===== config.mk =====
export PLATFORM = sky130hd
export DESIGN_NAME = blitter
export DESIGN_NICKNAME = d
export VERILOG_FILES = /design/src/hw/blit_bus_pkg.sv /design/src/hw/blit_regs_pkg.sv /design/src/hw/blit_data_path.sv /design/src/hw/blit_reg_queue.sv /design/src/hw/blit_sequencer.sv /design/src/hw/blitter.sv
export SDC_FILE = /design/constraint.sdc
export NUM_CORES = 1
export LEC_CHECK = 0
export BUFFER_PORTS_ARGS = -buffer_cell sky130_fd_sc_hd__buf_2
export CAP_MARGIN = 10
export CELL_PAD_IN_SITES_DETAIL_PLACEMENT = 1
export CELL_PAD_IN_SITES_GLOBAL_PLACEMENT = 2
export CORE_ASPECT_RATIO = 1.4
export CORE_UTILIZATION = 38
export DETAILED_ROUTE_END_ITERATION = 8
export PLACE_DENSITY = 0.83
export SLEW_MARGIN = 30
export SYNTH_ARGS = -nofsm -noshare
export SYNTH_HDL_FRONTEND = slang
export SYNTH_SLANG_ARGS = --single-unit

===== constraint.sdc =====
create_clock -name clk -period 4 [get_ports clk]
set_input_delay 0.6 -clock clk [delete_from_list [all_inputs] [get_ports clk]]
set_output_delay 0.6 -clock clk [all_outputs]
set_load 0.01 [all_outputs]

===== src/hw/blit_bus_pkg.sv =====
// VRAM bus types for the blitter: data word, word address, nibble mask and request
package blit_bus_pkg;

    localparam int WORD_W  = 16;                    // VRAM data width
    localparam int ADDR_W  = 16;                    // 64K-word address space
    localparam int NIB_W   = 4;
    localparam int NIBBLES = WORD_W / NIB_W;        // nibbles per word

    typedef logic [WORD_W-1:0]  word_t;
    typedef logic [ADDR_W-1:0]  addr_t;
    typedef logic [NIBBLES-1:0] nib_mask_t;         // bit n enables nibble n

    // full request as seen by VRAM, held until ack
    typedef struct packed {
        logic      sel;                             // access requested
        logic      wr;                              // 1 write, 0 read
        addr_t     addr;
        nib_mask_t wr_mask;                         // only meaningful on writes
        word_t     data;                            // write data
    } vram_req_t;

endpackage


===== src/hw/blit_regs_pkg.sv =====
// Blitter register map, register word layouts and the per-blit parameter set
package blit_regs_pkg;

    localparam int REG_NUM_W = 4;

    localparam logic [REG_NUM_W-1:0] REG_CTRL  = 4'd0;
    localparam logic [REG_NUM_W-1:0] REG_ANDC  = 4'd1;
    localparam logic [REG_NUM_W-1:0] REG_XOR   = 4'd2;
    localparam logic [REG_NUM_W-1:0] REG_MOD_S = 4'd3;
    localparam logic [REG_NUM_W-1:0] REG_SRC_S = 4'd4;
    localparam logic [REG_NUM_W-1:0] REG_MOD_D = 4'd5;
    localparam logic [REG_NUM_W-1:0] REG_DST_D = 4'd6;
    localparam logic [REG_NUM_W-1:0] REG_SHIFT = 4'd7;
    localparam logic [REG_NUM_W-1:0] REG_LINES = 4'd8;
    localparam logic [REG_NUM_W-1:0] REG_WORDS = 4'd9;     // write queues the blit

    // CTRL word, msb first
    typedef struct packed {
        logic [7:0] transp_t;               // hi nibble for odd, lo nibble for even nibbles
        logic [2:0] unused_hi;
        logic       transp_en;
        logic [2:0] unused_lo;
        logic       s_const;                // source comes from SRC_S, no reads
    } ctrl_reg_t;

    // SHIFT word, msb first
    typedef struct packed {
        logic [3:0] f_mask;                 // first word of each line
        logic [3:0] l_mask;                 // last word of each line
        logic [5:0] unused;
        logic [1:0] amount;                 // right shift in nibbles
    } shift_reg_t;

    // one host data word, seen raw or as one of the field layouts
    typedef union packed {
        blit_bus_pkg::word_t raw;
        ctrl_reg_t           ctrl;
        shift_reg_t          shift;
    } reg_word_u;

    typedef struct packed {
        ctrl_reg_t           ctrl;
        shift_reg_t          shift;
        blit_bus_pkg::word_t andc;          // source bits to clear
        blit_bus_pkg::word_t xorc;          // bits to flip after the and
        blit_bus_pkg::word_t mod_s;         // added to source addr after each line
        blit_bus_pkg::word_t src_s;         // source addr, or constant source
        blit_bus_pkg::word_t mod_d;
        blit_bus_pkg::word_t dst_d;
        blit_bus_pkg::word_t lines;         // line count minus one
        blit_bus_pkg::word_t words;         // words per line minus one
    } blit_params_t;

endpackage


===== src/hw/blit_data_path.sv =====
// Blit data path: source capture, nibble shifter, logic op and transparency mask
`timescale 1ns/1ns

module blit_data_path (
    input  logic                        clk,
    input  logic                        reset_i,
    input  logic                        setup_i,
    input  logic                        capture_i,     // source read acked
    input  blit_regs_pkg::blit_params_t params_i,
    input  blit_bus_pkg::nib_mask_t     pos_mask_i,
    input  blit_bus_pkg::word_t         rd_data_i,
    output blit_bus_pkg::word_t         wr_data_o,
    output blit_bus_pkg::nib_mask_t     wr_mask_o
);

    localparam int NIB_W   = blit_bus_pkg::NIB_W;
    localparam int CARRY_W = blit_bus_pkg::WORD_W - NIB_W;     // three nibbles kept

    blit_bus_pkg::word_t     val_s;                 // source value for the next write
    logic [CARRY_W-1:0]      last_s;                // low nibbles of the previous read
    blit_bus_pkg::word_t     shifted;
    blit_bus_pkg::nib_mask_t transp_mask;

    // right shift, vacated top nibbles come from the previous read
    always_comb begin
        case (params_i.shift.amount)
            2'd0:    shifted = rd_data_i;
            2'd1:    shifted = {last_s[3:0], rd_data_i[15:4]};
            2'd2:    shifted = {last_s[7:0], rd_data_i[15:8]};
            default: shifted = {last_s[11:0], rd_data_i[15:12]};
        endcase
    end

    // clear a nibble's enable when it matches the transparent key
    always_comb begin
        for (int i = 0; i < blit_bus_pkg::NIBBLES; i++) begin
            transp_mask[i] = !params_i.ctrl.transp_en ||
                             (val_s[i*NIB_W +: NIB_W] != (i[0] ? params_i.ctrl.transp_t[7:4]
                                                              : params_i.ctrl.transp_t[3:0]));
        end
    end

    assign wr_data_o = (val_s & ~params_i.andc) ^ params_i.xorc;
    assign wr_mask_o = pos_mask_i & transp_mask;

    always_ff @(posedge clk) begin
        if (reset_i) begin
            val_s  <= '0;
            last_s <= '0;
        end else if (setup_i) begin
            val_s  <= params_i.src_s;               // constant source, if used
            last_s <= '0;                           // no carry into a new blit
        end else if (capture_i) begin
            val_s  <= shifted;
            last_s <= rd_data_i[CARRY_W-1:0];
        end
    end

endmodule


===== src/hw/blit_reg_queue.sv =====
// Blitter register queue: decodes host register writes and holds one pending blit
`timescale 1ns/1ns

module blit_reg_queue (
    input  logic                              clk,
    input  logic                              reset_i,
    input  logic                              reg_wr_i,
    input  logic [blit_regs_pkg::REG_NUM_W-1:0] reg_num_i,
    input  blit_regs_pkg::reg_word_u          reg_data_i,
    input  logic                              setup_i,     // sequencer took the blit
    output logic                              queued_o,
    output blit_regs_pkg::blit_params_t       params_o
);

    logic words_wr;                                         // this write queues a blit

    assign words_wr = reg_wr_i && (reg_num_i == blit_regs_pkg::REG_WORDS);

    // field registers, written in place
    always_ff @(posedge clk) begin
        if (reg_wr_i) begin
            case (reg_num_i)
                blit_regs_pkg::REG_CTRL: begin
                    params_o.ctrl <= reg_data_i.ctrl;
                end
                blit_regs_pkg::REG_ANDC: begin
                    params_o.andc <= reg_data_i.raw;
                end
                blit_regs_pkg::REG_XOR: begin
                    params_o.xorc <= reg_data_i.raw;
                end
                blit_regs_pkg::REG_MOD_S: begin
                    params_o.mod_s <= reg_data_i.raw;
                end
                blit_regs_pkg::REG_SRC_S: begin
                    params_o.src_s <= reg_data_i.raw;
                end
                blit_regs_pkg::REG_MOD_D: begin
                    params_o.mod_d <= reg_data_i.raw;
                end
                blit_regs_pkg::REG_DST_D: begin
                    params_o.dst_d <= reg_data_i.raw;
                end
                blit_regs_pkg::REG_SHIFT: begin
                    params_o.shift <= reg_data_i.shift;
                end
                blit_regs_pkg::REG_LINES: begin
                    params_o.lines <= reg_data_i.raw;
                end
                blit_regs_pkg::REG_WORDS: begin
                    params_o.words <= reg_data_i.raw;
                end
                default: begin
                end
            endcase
        end
    end

    // new blit wins over the setup clear in the same cycle
    always_ff @(posedge clk) begin
        if (reset_i) begin
            queued_o <= 1'b0;
        end else if (words_wr) begin
            queued_o <= 1'b1;
        end else if (setup_i) begin
            queued_o <= 1'b0;
        end
    end

endmodule


===== src/hw/blit_sequencer.sv =====
// Blit sequencer: FSM, line and word counters, address stepping and VRAM request
`timescale 1ns/1ns

module blit_sequencer (
    input  logic                        clk,
    input  logic                        reset_i,
    input  logic                        queued_i,
    input  blit_regs_pkg::blit_params_t queued_params_i,
    input  logic                        vram_ack_i,
    output logic                        setup_o,
    output logic                        capture_o,
    output blit_regs_pkg::blit_params_t params_o,
    output blit_bus_pkg::nib_mask_t     pos_mask_o,
    output logic                        sel_o,
    output logic                        wr_o,
    output blit_bus_pkg::addr_t         addr_o,
    output logic                        busy_o,
    output logic                        done_o
);

    localparam int LINE_W  = 16;                    // msb is the last line flag
    localparam int COUNT_W = 17;                    // msb is the last word flag

    typedef enum logic [2:0] {
        IDLE,
        SETUP,                                      // take queued params
        LINE_BEG,                                   // load word count, start first access
        RD_S,
        WR_D,
        LINE_END                                    // modulo step, next line or finish
    } blit_state_t;

    blit_state_t                 state, state_next;
    blit_regs_pkg::blit_params_t active;
    blit_bus_pkg::addr_t         src_addr, src_next;
    blit_bus_pkg::addr_t         dst_addr, dst_next;
    blit_bus_pkg::addr_t         addr_next;
    logic [LINE_W-1:0]           lines, lines_next;
    logic [COUNT_W-1:0]          count, count_next;
    blit_bus_pkg::nib_mask_t     f_mask, f_mask_next;
    logic                        sel_next, wr_next, done_next;
    logic                        advance;           // no pending access
    logic                        last_word, last_line;

    assign advance   = !sel_o || vram_ack_i;
    assign last_word = count[COUNT_W-1];
    assign last_line = lines[LINE_W-1];

    assign setup_o    = (state == SETUP);
    assign capture_o  = (state == RD_S) && vram_ack_i;
    assign busy_o     = (state != IDLE);
    assign params_o   = setup_o ? queued_params_i : active;   // new blit visible on setup
    assign pos_mask_o = f_mask & (last_word ? active.shift.l_mask : '1);

    always_comb begin
        state_next  = state;
        sel_next    = 1'b0;
        wr_next     = 1'b0;
        addr_next   = addr_o;
        src_next    = src_addr;
        dst_next    = dst_addr;
        lines_next  = lines;
        count_next  = count;
        f_mask_next = f_mask;
        done_next   = 1'b0;

        case (state)
            IDLE: begin
                if (queued_i) begin
                    state_next = SETUP;
                end
            end
            SETUP: begin
                src_next   = queued_params_i.src_s;
                dst_next   = queued_params_i.dst_d;
                lines_next = queued_params_i.lines;
                state_next = LINE_BEG;
            end
            LINE_BEG: begin
                f_mask_next = active.shift.f_mask;
                lines_next  = lines - 1'b1;                     // underflow marks last line
                count_next  = {1'b0, active.words} - 1'b1;      // underflow marks last word
                sel_next    = 1'b1;
                if (!active.ctrl.s_const) begin
                    addr_next  = src_addr;
                    state_next = RD_S;
                end else begin
                    wr_next    = 1'b1;
                    addr_next  = dst_addr;
                    state_next = WR_D;
                end
            end
            RD_S: begin
                src_next   = addr_o + 1'b1;
                sel_next   = 1'b1;
                wr_next    = 1'b1;
                addr_next  = dst_addr;
                state_next = WR_D;
            end
            WR_D: begin
                dst_next    = addr_o + 1'b1;
                addr_next   = addr_o + 1'b1;                    // next dest for const fill
                count_next  = count - 1'b1;
                f_mask_next = '1;                               // first word is behind us
                if (last_word) begin
                    state_next = LINE_END;
                end else if (!active.ctrl.s_const) begin
                    sel_next   = 1'b1;
                    addr_next  = src_addr;
                    state_next = RD_S;
                end else begin
                    sel_next   = 1'b1;
                    wr_next    = 1'b1;
                    state_next = WR_D;
                end
            end
            LINE_END: begin
                src_next = src_addr + active.mod_s;
                dst_next = dst_addr + active.mod_d;
                if (last_line) begin
                    done_next  = 1'b1;
                    state_next = queued_i ? SETUP : IDLE;
                end else begin
                    state_next = LINE_BEG;
                end
            end
            default: begin
                state_next = IDLE;
            end
        endcase
    end

    // control state, held while an access waits for ack
    always_ff @(posedge clk) begin
        if (reset_i) begin
            state  <= IDLE;
            sel_o  <= 1'b0;
            wr_o   <= 1'b0;
            done_o <= 1'b0;
        end else if (advance) begin
            state  <= state_next;
            sel_o  <= sel_next;
            wr_o   <= wr_next;
            done_o <= done_next;
        end
    end

    always_ff @(posedge clk) begin
        if (advance) begin
            if (setup_o) begin
                active <= queued_params_i;
            end
            addr_o   <= addr_next;
            src_addr <= src_next;
            dst_addr <= dst_next;
            lines    <= lines_next;
            count    <= count_next;
            f_mask   <= f_mask_next;
        end
    end

endmodule


===== src/hw/blitter.sv =====
// Nibble blitter top: register queue, sequencer and data path on one VRAM port
`timescale 1ns/1ns

module blitter (
    input  logic                                clk,
    input  logic                                reset_i,
    input  logic                                reg_wr_i,
    input  logic [blit_regs_pkg::REG_NUM_W-1:0] reg_num_i,
    input  blit_regs_pkg::reg_word_u            reg_data_i,
    output logic                                busy_o,
    output logic                                full_o,
    output logic                                done_o,
    output blit_bus_pkg::vram_req_t             vram_o,
    input  logic                                vram_ack_i,
    input  blit_bus_pkg::word_t                 vram_data_i
);

    blit_regs_pkg::blit_params_t queued_params;
    blit_regs_pkg::blit_params_t active_params;
    logic                        queued;
    logic                        setup;
    logic                        capture;
    logic                        sel;
    logic                        wr;
    blit_bus_pkg::addr_t         addr;
    blit_bus_pkg::nib_mask_t     pos_mask;
    blit_bus_pkg::nib_mask_t     wr_mask;
    blit_bus_pkg::word_t         wr_data;

    assign full_o = queued;                         // one blit waiting
    assign vram_o = '{sel: sel, wr: wr, addr: addr, wr_mask: wr_mask, data: wr_data};

    blit_reg_queue u_queue (
        .clk        (clk),
        .reset_i    (reset_i),
        .reg_wr_i   (reg_wr_i),
        .reg_num_i  (reg_num_i),
        .reg_data_i (reg_data_i),
        .setup_i    (setup),
        .queued_o   (queued),
        .params_o   (queued_params)
    );

    blit_sequencer u_seq (
        .clk             (clk),
        .reset_i         (reset_i),
        .queued_i        (queued),
        .queued_params_i (queued_params),
        .vram_ack_i      (vram_ack_i),
        .setup_o         (setup),
        .capture_o       (capture),
        .params_o        (active_params),
        .pos_mask_o      (pos_mask),
        .sel_o           (sel),
        .wr_o            (wr),
        .addr_o          (addr),
        .busy_o          (busy_o),
        .done_o          (done_o)
    );

    blit_data_path u_data (
        .clk        (clk),
        .reset_i    (reset_i),
        .setup_i    (setup),
        .capture_i  (capture),
        .params_i   (active_params),
        .pos_mask_i (pos_mask),
        .rd_data_i  (vram_data_i),
        .wr_data_o  (wr_data),
        .wr_mask_o  (wr_mask)
    );

endmodule


==> impl_results.md <==
- Area grow syn2layout: 14.3%
- WP buf/inv: 2
- Drt wl/cell: 24.0 um
- Reg area: 10700 um2
- Largest net degree at the start of global routing: 58
- Max cap viols: 0
- Slowest cell on the critical path: nor3b_2
- Status: finished clean
- Synth warnings: 0
- FMAX: 283 MHz
- WP depth: 7
- RSZ-0062 raised after global routing: false
- Synth top area cells: edfxtp_1 60%, nand2_1 4.7%, dfxtp_1 4.2%
- Setup TNS: 0 ns
- DIE AREA: 44500 um2
- Most common cell after layout, fill and taps aside: edfxtp_1
- Post-synth EDFFs: 333
- Wire length of the first global-routing pass: 72900 um
- Leak: 6.86 nW
- # IOs: 81
- Post-Synth Adder-Cell Area: 2.73%
- Design Area, Final: 19000 um2
- GP Congestion: 0.833
- Starting Density: 38.5%
- Placed wire-length estimate: 33400 um
- Count of final max-slew check failures: 0
- CP Class: reg2out
- PwrDens: 476 nW/um2
- Clk_skew: 0.0144 ns
- CTS hold repair buffers: 0
- Synth top area share: 60.2%
- Die W: 179 um
- Worst Hold Path Cells: 3
- Worst hold path type: in2reg
- Ys flop type: edfxtp_1
- Worst slew pin tran: 0.932 ns
- Syn avg cell area: 12.2 um2
- Setup WS pre-CTS: 1.04 ns
- Worst setup margin: 0.470 ns
- Setup repair bufs after CTS: 0
- CTS clk-pin slew, worst paths: 0.06 ns
- Final Hold Fails: 0
- Worst Path Max Fanout: 37
- Nature of the critical path startpoint: register
- Worst-case vdd ir drop: 0.407 mV
- Critical-path cell list: nor3b_2, buf_12, mux2i_1, xnor2_1, nor3_1, a31oi_1, buf_2
- Crit path max-delay family: simple AND/OR/NAND/NOR gates
- Critical Path RT: 3.40 ns
- Synth Area in Compound Gates: 10.2%
- CP arrival: 2.93 ns
- Final period utilization: 88.3%
- Filler instances: 4558
- Initial antenna violation count: 6
- Multi-input gate area: 5590 um2
- Vias per inst: 5.58
- Mux contribution to synthesized area: 2.15%
- Simple-gate share of the synthesized area: 12.9%
- Drt initial violations: 929
- Final #Nets: 1531
- Tot GR Track Use: 22.3%
- Die Y: 249 um
- Cell count of the worst reg-to-reg path: 9
- DRC: 0
- CTS Sinks: 368
- Tot Pwr: 9.04 mW
- Min Clock Period, post-route: 3.53 ns
- Core ar.: 43100 um2
- TritonCTS clock tree: yes
- Clock Tree Buf Depth: 3
- Final number of setup-violating endpoints: 0
- Ant diodes: 0
- Post-synthesis xor/xnor area fraction: 5.27%
- Rows: 90
- Overflow after GRT: 0
- CTS Buf Count: 37
- Post-route ant nets: 0
- Unique masters post-synth: 67
- Largest family of logic cells by synthesized area: simple AND/OR/NAND/NOR gates
- Final wirelength: 48900 um
- Via count: 11400
- Max stage delay on crit path: 0.53 ns
- Number of iterations in the first detailed-routing pass: 5
- DP Area: 17800 um2
- Rel. slew slack: 36.5%
- Number of global-route vias before repair: 12100
- Cell area after synthesis: 16600 um2
- Mapped Cells: 1364
- H-Tree Depth: 2
- Register bit count reported by yosys: 368
- Post-CTS Resized: 0
- Register area share after synthesis: 64.4%
- Yosys top cell by area: edfxtp_1
- Most frequent cells in the layout: 333 x edfxtp_1, 206 x nand2_1, 112 x nor2_1
- Worst-Skew Late Latency: 0.54 ns
- Syn_nets: 1439
- Root Driver: clkbuf_16
- Share of cells above drive strength 1: 13.1%
- Port Buffers: 80
- Crit end category: primary output
- FFs w/ async S/R, synth: 0%
layout make-up:
class	instances	area share [%]
Clock buffer	43	5.00
Inverter	33	0.653
Multi-Input combinational cell	903	29.4
Tap cell	552	3.64
Sequential cell	368	56.4
Clock inverter	23	1.43
Timing Repair Buffer	113	3.48
stage by stage:
stage	instances	hold WS [ns]	utilization, %
2_1_floorplan	1364	0.400	-
3_3_place_gp	1969	0.400	41.2
3_5_place_dp	1969	0.405	41.2
4_1_cts	2035	0.311	44.0
5_1_grt	2035	0.337	44.0
6_report	2035	0.334	44.0
report_power, final:
part / switching [mW] / internal [mW]
clock network: 1.50 / 2.09
logic: 0.591 / 0.329
registers: 0.0833 / 4.44
total: 2.18 / 6.86
routing by layer:
layer | GRT usage (%) | share of wire (%) | up-vias
met5 | 0 | 0 | -
met4 | 11.0 | 4.9 | 0
met3 | 3.59 | 5.7 | 112
li1 | - | - | 5186
met2 | 39.0 | 52 | 387
met1 | 26.1 | 38 | 5676
cells in the mapped netlist, types with 8 or more instances:
cell	n
a211oi_1	37
a21o_1	8
a21oi_1	70
a22oi_1	14
a31oi_1	12
and3_1	17
buf_1	8
buf_2	8
clkbuf_1	40
dfxtp_1	35
edfxtp_1	333
ha_1	33
inv_1	32
mux2i_1	30
nand2_1	206
nand2b_1	15
nand3_1	18
nor2_1	115
nor2b_1	17
nor3_1	32
o211ai_1	8
o21ai_0	65
o221ai_1	11
or3_1	9
xnor2_1	55
xor2_1	45
cells by family (layout without fill, tap and decap cells):
family | Yosys count | after routing
buffers and inverters | 93 | 212
and+or+nand+nor | 469 | 469
adders and majority gates | 35 | 35
muxes | 34 | 34
DFF | 368 | 368
xor gates and xnor gates | 100 | 100
AOI/OAI and AO/OA | 265 | 265
flip-flops by register name, indices dropped and copies added, names as in the netlist:
register,cells
u_seq.done_o,1
u_seq.sel_o,1
u_seq.count,17
u_data.last_s,12
u_seq.src_addr,16
u_seq.wr_o,1
u_seq.active,100
u_seq.f_mask,4
u_seq.addr_o,16
u_queue.params_o,148
u_queue.queued_o,1
u_seq.dst_addr,16
u_seq.state,3
u_seq.lines,16
u_data.val_s,16
worst min-delay path, stage by stage:
cell and delay (ns):
buf_2 0.11, nand2_1 0.05, a21oi_1 0.05
worst paths after layout:
kind,slack (ns),to,start
worst min-delay path,0.33,u_data.last_s[2],vram_data_i[2]
worst max-delay path,0.47,vram_o[17],u_seq.state[1]
worst max register to register,0.89,u_seq.count[14],u_seq.state[2]
worst min register to register,0.42,u_seq.active[58],u_queue.params_o[58]
Power figures use the tool's default switching activity.
